**config.mk**
```make
export PLATFORM = sky130hd
export DESIGN_NAME = zpage_top
export DESIGN_NICKNAME = d
export VERILOG_FILES = /design/src/verilog/zpage_pkg.sv /design/src/verilog/zpage_top.sv /design/src/verilog/addr_mapper.sv /design/src/verilog/dos_ctl.sv /design/src/verilog/window_pager.sv /design/src/verilog/port_regs.sv /design/src/verilog/zbus_decode.sv
export SDC_FILE = /design/constraint.sdc
export NUM_CORES = 1
export LEC_CHECK = 0
export BUFFER_PORTS_ARGS = -buffer_cell sky130_fd_sc_hd__buf_2
export CAP_MARGIN = 0
export CORE_AREA = 2 2 95 97
export DETAILED_ROUTE_END_ITERATION = 7
export DIE_AREA = 0 0 97 99
export HOLD_SLACK_MARGIN = 0.03
export PLACE_DENSITY = 0.87
export SLEW_MARGIN = 20
export SYNTH_ARGS = -nofsm -noshare
export SYNTH_HDL_FRONTEND = slang
export SYNTH_HIERARCHICAL = 1
export SYNTH_SLANG_ARGS = --single-unit
```
**constraint.sdc**
```tcl
create_clock -name fclk -period 2.4 [get_ports fclk]
set_input_delay 0.72 -clock fclk [delete_from_list [all_inputs] [get_ports fclk]]
set_output_delay 0.72 -clock fclk [all_outputs]
set_load 0.02 [all_outputs]
```
**src/verilog/zpage_pkg.sv**
```systemverilog
////////////////////////////////////////////////////////////
// shared constants and the page word type of the memory pager
// imported by every block of the paging subsystem
////////////////////////////////////////////////////////////
`default_nettype none

package zpage_pkg;

	// port address codes, low byte
	localparam logic [7:0] port_7ffd_lo  = 8'hFD;
	localparam logic [7:0] port_atm_lo   = 8'hF7;
	localparam logic [7:0] port_pen_lo   = 8'h77;
	localparam logic       port_7ffd_a15 = 1'b0;

	localparam int num_windows   = 4;
	localparam int win_bits      = 2;
	localparam int ram_page_bits = 7;
	localparam int rom_page_bits = 5;

	// dos entry and exit areas, address high byte
	localparam logic [7:0] dos_entry_hi        = 8'h3D;
	localparam logic [7:0] ram_window_limit_hi = 8'h40;

	localparam logic [ram_page_bits-1:0] classic_win1_page = 7'd5;
	localparam logic [ram_page_bits-1:0] classic_win2_page = 7'd2;

	// 7FFD field positions
	localparam int p7ffd_ram_lsb  = 0;
	localparam int p7ffd_rom_bit  = 4;
	localparam int p7ffd_lock_bit = 5;

	typedef struct packed {
		logic                     is_ram;
		logic [ram_page_bits-1:0] ram_page;
	} ram_view_t;

	typedef struct packed {
		logic                     is_ram;
		logic [1:0]               unused;
		logic [rom_page_bits-1:0] rom_page;
	} rom_view_t;

	// is_ram picks the valid view
	typedef union packed {
		ram_view_t ram;
		rom_view_t rom;
	} page_word_u;

	localparam page_word_u page_reset_rom = 8'h00;

	function automatic page_word_u page_reset_ram(input int unsigned idx);
		page_word_u w;
		w.ram.is_ram   = 1'b1;
		w.ram.ram_page = ram_page_bits'(idx);
		return w;
	endfunction

endpackage

`default_nettype wire
```
**src/verilog/zpage_top.sv**
```systemverilog
////////////////////////////////////////////////////////////
// Z80 memory paging subsystem, top level
// bus decode, paging registers, DOS flag and address mapper
////////////////////////////////////////////////////////////
`timescale 1ns/1ps
`default_nettype none

module zpage_top (
	input  logic        fclk,
	input  logic        rst_n,
	input  logic [15:0] a,
	input  logic [7:0]  d,
	input  logic        iorq_n,
	input  logic        mreq_n,
	input  logic        m1_n,
	input  logic        rd_n,
	input  logic        wr_n,
	output logic        csrom,
	output logic        romoe_n,
	output logic [4:0]  rompg,
	output logic [6:0]  ram_page,
	output logic        dos
);
	import zpage_pkg::*;

	logic                p7ffd_wr;
	logic                atm_wr;
	logic                pen_wr;
	logic                fetch_stb;
	logic [7:0]          wr_data;
	logic [win_bits-1:0] wr_win;
	logic [7:0]          fetch_hi;
	logic [2:0]          p7ffd_ram;
	logic                rom_sel;
	logic                pager_on;
	page_word_u          win_page [num_windows];

	zbus_decode u_decode (
		.fclk      (fclk),
		.rst_n     (rst_n),
		.a         (a),
		.d         (d),
		.iorq_n    (iorq_n),
		.mreq_n    (mreq_n),
		.m1_n      (m1_n),
		.wr_n      (wr_n),
		.p7ffd_wr  (p7ffd_wr),
		.atm_wr    (atm_wr),
		.pen_wr    (pen_wr),
		.fetch_stb (fetch_stb),
		.wr_data   (wr_data),
		.wr_win    (wr_win),
		.fetch_hi  (fetch_hi)
	);

	port_regs u_ports (
		.fclk      (fclk),
		.rst_n     (rst_n),
		.p7ffd_wr  (p7ffd_wr),
		.pen_wr    (pen_wr),
		.wr_data   (wr_data),
		.p7ffd_ram (p7ffd_ram),
		.rom_sel   (rom_sel),
		.pager_on  (pager_on)
	);

	// one pager per 16K window
	for (genvar i = 0; i < num_windows; i++)
	begin : g_win
		window_pager #(
			.win_index (i)
		) u_pager (
			.fclk    (fclk),
			.rst_n   (rst_n),
			.atm_wr  (atm_wr),
			.wr_win  (wr_win),
			.wr_data (wr_data),
			.rom_sel (rom_sel),
			.page    (win_page[i])
		);
	end

	dos_ctl u_dos (
		.fclk      (fclk),
		.rst_n     (rst_n),
		.fetch_stb (fetch_stb),
		.fetch_hi  (fetch_hi),
		.rom_sel   (rom_sel),
		.dos       (dos)
	);

	addr_mapper u_mapper (
		.fclk      (fclk),
		.rst_n     (rst_n),
		.a         (a),
		.mreq_n    (mreq_n),
		.rd_n      (rd_n),
		.pager_on  (pager_on),
		.p7ffd_ram (p7ffd_ram),
		.rom_sel   (rom_sel),
		.dos       (dos),
		.pages     (win_page),
		.csrom     (csrom),
		.romoe_n   (romoe_n),
		.rompg     (rompg),
		.ram_page  (ram_page)
	);

endmodule

`default_nettype wire

```
**src/verilog/addr_mapper.sv**
```systemverilog
////////////////////////////////////////////////////////////
// maps each Z80 memory access to a ROM or RAM page
// classic 128K layout or ATM window pages when the pager is on
////////////////////////////////////////////////////////////
`timescale 1ns/1ps
`default_nettype none

module addr_mapper (
	input  logic                                fclk,
	input  logic                                rst_n,
	input  logic [15:0]                         a,
	input  logic                                mreq_n,
	input  logic                                rd_n,
	input  logic                                pager_on,
	input  logic [2:0]                          p7ffd_ram,
	input  logic                                rom_sel,
	input  logic                                dos,
	input  zpage_pkg::page_word_u               pages [zpage_pkg::num_windows],
	output logic                                csrom,
	output logic                                romoe_n,
	output logic [zpage_pkg::rom_page_bits-1:0] rompg,
	output logic [zpage_pkg::ram_page_bits-1:0] ram_page
);
	import zpage_pkg::*;

	logic [win_bits-1:0]      win;
	page_word_u               pw;
	logic                     is_rom;
	logic [rom_page_bits-1:0] rom_next;
	logic [ram_page_bits-1:0] ram_next;

	////////////////////////////////////////////////////////////
	// page lookup
	////////////////////////////////////////////////////////////
	always_comb
	begin
		win      = a[15 -: win_bits];
		pw       = pages[win];
		is_rom   = 1'b0;
		rom_next = '0;
		ram_next = '0;
		if (pager_on)
		begin
			is_rom   = !pw.ram.is_ram;
			rom_next = pw.rom.rom_page;
			ram_next = pw.ram.ram_page;
		end
		else
		begin
			case (win)
				2'd0:
				begin
					// bit 1 picks BASIC over DOS
					is_rom   = 1'b1;
					rom_next = {{(rom_page_bits-2){1'b0}}, !dos, rom_sel};
				end
				2'd1: ram_next = classic_win1_page;
				2'd2: ram_next = classic_win2_page;
				default: ram_next = ram_page_bits'(p7ffd_ram);
			endcase
		end
	end

	////////////////////////////////////////////////////////////
	// registered outputs
	////////////////////////////////////////////////////////////
	always_ff @(posedge fclk or negedge rst_n)
		if (!rst_n)
		begin
			csrom   <= 1'b0;
			romoe_n <= 1'b1;
		end
		else
		begin
			csrom   <= !mreq_n && is_rom;
			romoe_n <= !(!mreq_n && is_rom && !rd_n);
		end

	// page pins hold between accesses
	always_ff @(posedge fclk)
		if (!mreq_n)
		begin
			if (is_rom)
				rompg <= rom_next;
			else
				ram_page <= ram_next;
		end

endmodule

`default_nettype wire

```
**src/verilog/dos_ctl.sv**
```systemverilog
////////////////////////////////////////////////////////////
// DOS ROM flag, switched by M1 fetch addresses
////////////////////////////////////////////////////////////
`timescale 1ns/1ps
`default_nettype none

module dos_ctl (
	input  logic       fclk,
	input  logic       rst_n,
	input  logic       fetch_stb,
	input  logic [7:0] fetch_hi,
	input  logic       rom_sel,
	output logic       dos
);
	import zpage_pkg::*;

	always_ff @(posedge fclk or negedge rst_n)
		if (!rst_n)
			dos <= 1'b0;
		else if (fetch_stb)
		begin
			// leaving to RAM wins over entry
			if (fetch_hi >= ram_window_limit_hi)
				dos <= 1'b0;
			else if (fetch_hi == dos_entry_hi && rom_sel)
				dos <= 1'b1;
		end

	a_dos_on_fetch: assert property (@(posedge fclk) disable iff (!rst_n)
		!fetch_stb |=> $stable(dos));

endmodule

`default_nettype wire

```
**src/verilog/window_pager.sv**
```systemverilog
////////////////////////////////////////////////////////////
// page words of one 16K window, one per 7FFD ROM bank
// instantiated once per window with win_index set
////////////////////////////////////////////////////////////
`timescale 1ns/1ps
`default_nettype none

module window_pager #(
	parameter int win_index = 0
) (
	input  logic                           fclk,
	input  logic                           rst_n,
	input  logic                           atm_wr,
	input  logic [zpage_pkg::win_bits-1:0] wr_win,
	input  logic [7:0]                     wr_data,
	input  logic                           rom_sel,
	output zpage_pkg::page_word_u          page
);
	import zpage_pkg::*;

	// window 0 boots into ROM, the rest into RAM
	localparam page_word_u reset_word = (win_index == 0) ?
		page_reset_rom : page_reset_ram(win_index);

	page_word_u bank [2];
	logic       win_hit;

	assign win_hit = atm_wr && (wr_win == win_bits'(win_index));

	always_ff @(posedge fclk or negedge rst_n)
		if (!rst_n)
		begin
			bank[0] <= reset_word;
			bank[1] <= reset_word;
		end
		else if (win_hit)
		begin
			bank[rom_sel] <= wr_data;
		end

	// a ROM bit change swaps the visible bank
	assign page = bank[rom_sel];

endmodule

`default_nettype wire

```
**src/verilog/port_regs.sv**
```systemverilog
////////////////////////////////////////////////////////////
// 7FFD paging register with sticky lock, and pager enable
////////////////////////////////////////////////////////////
`timescale 1ns/1ps
`default_nettype none

module port_regs (
	input  logic       fclk,
	input  logic       rst_n,
	input  logic       p7ffd_wr,
	input  logic       pen_wr,
	input  logic [7:0] wr_data,
	output logic [2:0] p7ffd_ram,
	output logic       rom_sel,
	output logic       pager_on
);
	import zpage_pkg::*;

	logic [7:0] p7ffd;

	// lock stays set until reset
	always_ff @(posedge fclk or negedge rst_n)
		if (!rst_n)
		begin
			p7ffd    <= 8'h00;
			pager_on <= 1'b0;
		end
		else
		begin
			if (p7ffd_wr && !p7ffd[p7ffd_lock_bit])
				p7ffd <= wr_data;
			if (pen_wr)
				pager_on <= wr_data[0];
		end

	assign p7ffd_ram = p7ffd[p7ffd_ram_lsb +: 3];
	assign rom_sel   = p7ffd[p7ffd_rom_bit];

	a_lock_holds: assert property (@(posedge fclk) disable iff (!rst_n)
		p7ffd[p7ffd_lock_bit] |=> $stable(p7ffd));

endmodule

`default_nettype wire

```
**src/verilog/zbus_decode.sv**
```systemverilog
////////////////////////////////////////////////////////////
// Z80 bus decoder: turns I/O writes and M1 fetches into
// one-cycle strobes with the data and address fields latched
////////////////////////////////////////////////////////////
`timescale 1ns/1ps
`default_nettype none

module zbus_decode (
	input  logic                          fclk,
	input  logic                          rst_n,
	input  logic [15:0]                   a,
	input  logic [7:0]                    d,
	input  logic                          iorq_n,
	input  logic                          mreq_n,
	input  logic                          m1_n,
	input  logic                          wr_n,
	output logic                          p7ffd_wr,
	output logic                          atm_wr,
	output logic                          pen_wr,
	output logic                          fetch_stb,
	output logic [7:0]                    wr_data,
	output logic [zpage_pkg::win_bits-1:0] wr_win,
	output logic [7:0]                    fetch_hi
);
	import zpage_pkg::*;

	logic iorq_r;
	logic wr_r;
	logic mreq_r;
	logic m1_r;
	logic io_prev;
	logic fetch_prev;
	logic io_act;
	logic fetch_act;
	logic io_start;
	logic fetch_start;
	logic hit_7ffd;
	logic hit_atm;
	logic hit_pen;

	// one sampling stage on the control lines
	always_ff @(posedge fclk or negedge rst_n)
		if (!rst_n)
		begin
			iorq_r     <= 1'b1;
			wr_r       <= 1'b1;
			mreq_r     <= 1'b1;
			m1_r       <= 1'b1;
			io_prev    <= 1'b0;
			fetch_prev <= 1'b0;
		end
		else
		begin
			iorq_r     <= iorq_n;
			wr_r       <= wr_n;
			mreq_r     <= mreq_n;
			m1_r       <= m1_n;
			io_prev    <= io_act;
			fetch_prev <= fetch_act;
		end

	assign io_act      = !iorq_r && !wr_r;
	assign fetch_act   = !mreq_r && !m1_r;
	// first cycle only, a long cycle counts once
	assign io_start    = io_act && !io_prev;
	assign fetch_start = fetch_act && !fetch_prev;

	assign hit_7ffd = (a[7:0] == port_7ffd_lo) && (a[15] == port_7ffd_a15);
	assign hit_atm  = (a[7:0] == port_atm_lo);
	assign hit_pen  = (a[7:0] == port_pen_lo);

	always_ff @(posedge fclk or negedge rst_n)
		if (!rst_n)
		begin
			p7ffd_wr  <= 1'b0;
			atm_wr    <= 1'b0;
			pen_wr    <= 1'b0;
			fetch_stb <= 1'b0;
		end
		else
		begin
			p7ffd_wr  <= io_start && hit_7ffd;
			atm_wr    <= io_start && hit_atm;
			pen_wr    <= io_start && hit_pen;
			fetch_stb <= fetch_start;
		end

	// payload travels with the strobes
	always_ff @(posedge fclk)
	begin
		if (io_start)
		begin
			wr_data <= d;
			wr_win  <= a[15 -: win_bits];
		end
		if (fetch_start)
			fetch_hi <= a[15:8];
	end

	a_port_onehot: assert property (@(posedge fclk) disable iff (!rst_n)
		$onehot0({p7ffd_wr, atm_wr, pen_wr}));

endmodule

`default_nettype wire

```
==> results of run 1 <==
state kept, by name, indices dropped and copies added (netlist names), 2 cells and up:
register            count
u_decode/wr_data        8
u_mapper/ram_page       7
g_win.u_pager/bank     64
u_ports/p7ffd           5
u_mapper/rompg          5
u_decode/fetch_hi       8
u_decode/wr_win         2
power by group through the flow:
| stage | combinational (µW) | sequential [µW] | clock, µW |
|---|---|---|---|
| 4_1_cts | 163 | 2050 | 2440 |
| 3_5_place_dp | 160 | 2080 | 0 |
| 5_1_grt | 175 | 2050 | 2530 |
| 2_1_floorplan | 60.3 | 2080 | 0 |
| 3_3_place_gp | 154 | 2080 | 0 |
| 6_report | 161 | 2050 | 2400 |
metrics by stage:
step	hold slack, ps	total power [µW]	cell area (µm²)
after detailed placement	480	2240	5350
after floorplan	424	2140	4950
after global routing	180	4760	5930
final	159	4610	5930
after CTS	153	4650	5930
after global placement	465	2230	5350
layout make-up:
type	count	area [µm²]
Sequential cell	113	3000
Fill cell	537	2630
Multi-Input combinational cell	169	1820
Clock buffer	26	499
Timing Repair Buffer	63	388
Tap cell	108	135
Clock inverter	6	77.6
Inverter	2	7.51
worst max path at each step:
| stage | start | endpoint | cells after the start |
|---|---|---|---|
| final | u_ports/p7ffd[4]$_DFFE_PN0P_ | u_mapper/ram_page[6]$_SDFFCE_PN0P_ | 4 |
| after global routing | u_ports/p7ffd[4]$_DFFE_PN0P_ | u_mapper/rompg[4]$_SDFFCE_PN0P_ | 4 |
| after CTS | u_ports/p7ffd[4]$_DFFE_PN0P_ | u_mapper/ram_page[6]$_SDFFCE_PN0P_ | 4 |
| after detailed placement | a[14] | u_mapper/rompg[4]$_SDFFCE_PN0P_ | 4 |
| after global placement | a[14] | u_mapper/rompg[3]$_SDFFCE_PN0P_ | 4 |
| after floorplan | u_ports/p7ffd[4]$_DFFE_PN0P_ | u_mapper/rompg[0]$_DFFE_PP_ | 5 |
worst max-delay path, delay by kind of cell, from the launching register on:
kind                   cells  cell delay (ps)
DFF                        1              550
buffers and inverters      1              240
muxes                      2              830
and+or+nand+nor            1              170
layout by cell type (no fill, tap or decap), types with 4 or more instances in the layout:
cell and count:
and2_1 5, buf_2 44, buf_4 17, clkbuf_1 5, clkbuf_16 17, clkbuf_8 4
dfrtp_1 63, dfstp_2 19, edfxtp_1 30, mux2_2 101, mux2i_1 4, mux4_2 5
nand2_1 4, nand2b_1 4, nor2_1 5, nor3_1 4
layer usage:
metal | routed length (µm) | global-route usage (%)
met2 | 5250 | 39.4
met4 | 265 | 10.9
met3 | 407 | 7.02
met5 | 0 | 0
met1 | 4230 | 27.5
cell families (layout without fill, tap and decap cells):
| logic type | after synthesis | count (layout) |
|---|---|---|
| DFF | 113 | 113 |
| muxes | 111 | 111 |
| and+or+nand+nor | 43 | 43 |
| buffers and inverters | 16 | 97 |
| AOI/OAI and AO/OA | 15 | 15 |
==> key figures, run 1 <==
Outcome
  – Status: finished clean

Synth
  – Post-synth top flop: dfrtp_1
  – Number of synthesized flops with an enable pin: 30
  – Unique masters post-synth: 45
  – Most common cell in the netlist: mux2_2
  – FF+latch count, synth: 113
  – Adder-cell share of the synthesized area: 0%
  – Avg Cell Area, Syn: 16.6 µm²
  – Mux cell area share after synthesis: 26.4%
  – Mapped Cells: 298
  – Sequential fraction of the synthesis area: 60.6%
  – Synth Area in Simple Gates: 8.06%
  – Yosys top cell area share: 32.3%
  – Async SR Flop Fraction: 73.5%
  – Syn Nets: 329
  – Top cells by count, synth: mux2_2 (101), dfrtp_1 (64), edfxtp_1 (30)
  – Yosys warns: 6
  – Top post-synthesis cells by area: dfrtp_1 (32%), mux2_2 (23%), edfxtp_1 (18%)
  – XOR/XNOR share of the synthesized area: 0%
  – Synth area leader: dfrtp_1
  – Compound-gate portion of the synthesized area: 2.25%
  – Netlist Area Pre-Place: 4950 µm²
  – Largest family of logic cells by synthesized area: multiplexers

GRT
  – Tot GR Track Use: 23.3%
  – Number of global-route vias before repair: 3,094
  – Grt ovf: 0
  – First-pass GRT wire length: 16.5 mm
  – Initial antenna violation count: 0
  – Largest net degree at the start of global routing: 37

Route
  – Avg WL per Cell: 20.9 µm
  – Post-route ant nets: 0
  – Detailed Routing Iterations Pass 1: 4
  – DR DRC count: 0
  – First DRT Iteration DRCs: 148
  – Vias per cell: 5.75
  – Final WL: 10.2 mm
  – DR vias: 2,800

Worst setup path
  – Setup crit end kind: flop
  – Reg2reg start: u_ports/p7ffd[4]$_DFFE_PN0P_
  – Setup Crit Path Kind: reg2reg
  – Critical path's slowest cell: dfrtp_2
  – CP arrival: 2310 ps
  – Max incr delay on CP: 550 ps
  – Crit path cell chain: buf_12 > mux2_2 > mux4_2 > and2_1
  – CP Launch Type: flop
  – Reg2Reg Depth: 4
  – Crit Path Max Fanout: 25
  – Crit path required time: 2670 ps
  – R2R setup slack: 360 ps
  – Reg-to-reg endpoint: u_mapper/ram_page[6]$_SDFFCE_PN0P_

Timing
  – Setup-failing EPs final: 0
  – Post-Route Setup TNS: 0 ps
  – Final worst-path cycle share: 85.1%
  – Final hold vios: 0
  – Final Worst Setup Slack: 358 ps
  – Least-Margin Pin Slew: 494 ps
  – Skew final: 7.72 ps
  – Fmax: 0.490 GHz
  – Min Clock Period, post-route: 2040 ps
  – Max-slew violations: 0
  – RSZ-0062 raised after global routing: false
  – Slew margin rel.: 67.1%

Die
  – Initial Util: 57.9%
  – FP Rows: 34
  – Die X: 97 µm
  – I/O pins: 46
  – Height of the die: 99 µm
  – Core area: 8550 µm²
  – Die area: 9600 µm²

Layout
  – N_diodes: 0
  – Share of cells above drive strength 1: 59.9%
  – Layout net count: 397
  – Final Non-Filler Cells: 487
  – P&R area growth vs syn: 19.7%
  – Util after Layout: 69.3%

Clock tree
  – Post-CTS Setup Inserts: 0
  – CTS tree: yes
  – Clock root cell: clkbuf_8
  – H-tree levels: 4
  – Cts bufs inserted: 17
  – CTS Buffer Depth: 2
  – Worst-skew pair later-pin latency: 520 ps
  – Worst-path clk slew: 50 ps
  – CTS resizes: 0
  – Num Clock Sinks: 113
  – CTS Hold Bufs: 0

Worst hold path
  – Hold Path Class: in2async

Place
  – Place WS: 225 ps
  – DP HPWL: 6.52 mm
  – Port bufs: 45
  – GPL Wtd Cong: 0.896
  – Post-Place Cells: 455

Power
  – Register share of total power: 44.4%
  – Cell Pwr Density: 778 nW/µm²
  – Psw: 916 µW
  – Clock power frac: 52.1%
  – VDD IR max: 0.000738 V
  – P_leak: 0.00275 µW
  – Combinational power share: 3.5%
  – Int Pwr: 3690 µW
  – Sw frac: 19.9%

Job
  – Max-cap viol count: 0
No activity file was read; power rests on OpenSTA's default activity.
==> run 2: changes to the inputs <==
==> constraint.sdc (replaced) <==
create_clock -name fclk -period 2.4 [get_ports fclk]
set_input_delay 0.48 -clock fclk [delete_from_list [all_inputs] [get_ports fclk]]
set_output_delay 0.48 -clock fclk [all_outputs]
set_load 0.02 [all_outputs]
==> key figures, run 2 (synthesis results as in run 1) <==
Outcome
  – Status: finished clean

Die
  – Initial Util: 57.9% (unchanged)
  – Die area: 9600 µm² (unchanged)
  – Die X: 97 µm (unchanged)
  – I/O pins: 46 (unchanged)
  – FP Rows: 34 (unchanged)
  – Height of the die: 99 µm (unchanged)
  – Core area: 8550 µm² (unchanged)

GRT
  – Largest net degree at the start of global routing: 77 (+110%)
  – Number of global-route vias before repair: 3,080 (-0.45%)
  – First-pass GRT wire length: 16.0 mm (-2.8%)
  – Tot GR Track Use: 22.4% (-0.89 points)
  – Initial antenna violation count: 0 (unchanged)
  – Grt ovf: 0 (unchanged)

Layout
  – Biggest regs: g_win.u_pager/bank (64), u_decode/fetch_hi (8), u_decode/wr_data (8)
  – N_diodes: 0 (unchanged)
  – Util after Layout: 69.1% (-0.25 points)
  – Max FFs per register: 64 (unchanged)
  – Layout net count: 392 (-1.3%)
  – Share of cells above drive strength 1: 60.4% (+0.53 points)
  – Top reg by flops: g_win.u_pager/bank
  – Final Non-Filler Cells: 482 (-1.0%)
  – P&R area growth vs syn: 19.2%
  – Fill count: 534 (-0.56%)
  – Most common cell after layout, fill and taps aside: mux2_2
  – Most frequent cells in the layout: mux2_2 (101), dfrtp_1 (63), buf_2 (44)

Route
  – Avg WL per Cell: 20.5 µm (-1.7%)
  – DR vias: 2,772 (-1.0%)
  – Final WL: 9.88 mm (-2.7%)
  – Detailed Routing Iterations Pass 1: 4 (unchanged)
  – First DRT Iteration DRCs: 116 (-22%)
  – Post-route ant nets: 0 (unchanged)
  – Vias per cell: 5.75 (about the same)
  – DR DRC count: 0 (unchanged)

Worst setup path
  – CP Launch Type: flop
  – CP arrival: 2370 ps (+60 ps)
  – Crit path required time: 2590 ps (-80 ps)
  – Setup Crit Path Kind: reg2reg
  – Setup crit end kind: flop
  – Crit Path Max Fanout: 19 (-24%)

Clock tree
  – Worst-skew pair later-pin latency: 510 ps (about the same)
  – CTS Hold Bufs: 0 (unchanged)
  – CTS Buffer Depth: 2 (unchanged)
  – Num Clock Sinks: 113 (unchanged)
  – CTS resizes: 0 (unchanged)
  – Worst-path clk slew: 50 ps (about the same)
  – CTS tree: yes
  – Cts bufs inserted: 17 (unchanged)
  – H-tree levels: 4 (unchanged)
  – Clock root cell: clkbuf_8
  – Post-CTS Setup Inserts: 0 (unchanged)

Place
  – Port bufs: 45 (unchanged)
  – GPL Wtd Cong: 0.764 (-15%)
  – Post-Place Cells: 450 (-1.1%)
  – DP HPWL: 6.16 mm (-5.6%)

Timing
  – Least-Margin Pin Slew: 964 ps (+470 ps)
  – Post-Route Setup TNS: 0 ps (unchanged)
  – Slew margin rel.: 35.7% (-31 points)
  – Max-slew violations: 0 (unchanged)
  – Skew final: 5.97 ps (-1.75 ps)
  – Final hold vios: 0 (unchanged)
  – Worst Hold Slack: 66.2 ps (-92.4 ps)
  – Min Clock Period, post-route: 2180 ps (+135 ps)
  – Final worst-path cycle share: 90.7% (+5.6 points)
  – Setup-failing EPs final: 0 (unchanged)
  – Fmax: 0.459 GHz (-6.2%)
  – RSZ-0062 raised after global routing: false

Power
  – Cell Pwr Density: 801 nW/µm² (+2.9%)
  – P_leak: 0.00272 µW (-0.88%)
  – VDD IR max: 0.000622 V (-16%)

Worst hold path
  – Hold Path Class: in2reg

Job
  – Max-cap viol count: 0 (unchanged)
## run 2: critical path: stages (launching register included)
cell and delay, ps:
dfrtp_2 660, mux2_2 400, mux2_4 270, o211ai_2 210
and2b_1 310
## run 2: final timing paths
kind                                                   start                              endpoint  slack, ps  cells after the start
worst max register to register  u_ports/p7ffd[4]$_DFFE_PN0P_           u_mapper/rompg[0]$_DFFE_PP_        220                      4
max in group asynchronous                              rst_n          u_ports/p7ffd[4]$_DFFE_PN0P_       1600                      1
worst min-delay path                                  iorq_n             u_decode/iorq_r$_DFF_PN1_         70                      1
worst max-delay path            u_ports/p7ffd[4]$_DFFE_PN0P_           u_mapper/rompg[0]$_DFFE_PP_        220                      4
min in group asynchronous                              rst_n  g_win[2].u_pager/bank[6]$_DFFE_PN0P_        110                      1
worst min register to register     u_decode/mreq_r$_DFF_PN1_         u_decode/fetch_prev$_DFF_PN0_        480                      1
## run 2: routing by layer
layer  track usage [%]  vias up  share of wire [%]
met4              9.10        0               0.94
li1                  -     1249                  -
met2              37.3       69                 52
met1              27.8     1445                 43
met5                 0        -                  0
met3              6.45        9                4.0
## run 2: final cells by class
cell class | instances | area, µm² | share of cell area [%]
Sequential cell | 113 | 3000 | 50.9
Inverter | 2 | 7.51 | 0.127
Timing Repair Buffer | 58 | 338 | 5.72
Clock inverter | 10 | 131 | 2.23
Tap cell | 108 | 135 | 2.29
Clock buffer | 22 | 474 | 8.03
Multi-Input combinational cell | 169 | 1820 | 30.7
## run 2: report_power, final
group          internal, µW  switching (µW)  total (µW)
logic                  61.5            91.2         153
clock network          1690             841        2530
registers              2020            29.5        2050
total                  3770             962        4730
## run 2: per-stage QoR
stage	setup slack, ps	power (µW)	cell area [µm²]
after floorplan	462	2140	4950
after global placement	290	2230	5300
after detailed placement	263	2230	5300
after CTS	225	4750	5900
after global routing	150	4860	5900
final	223	4730	5900
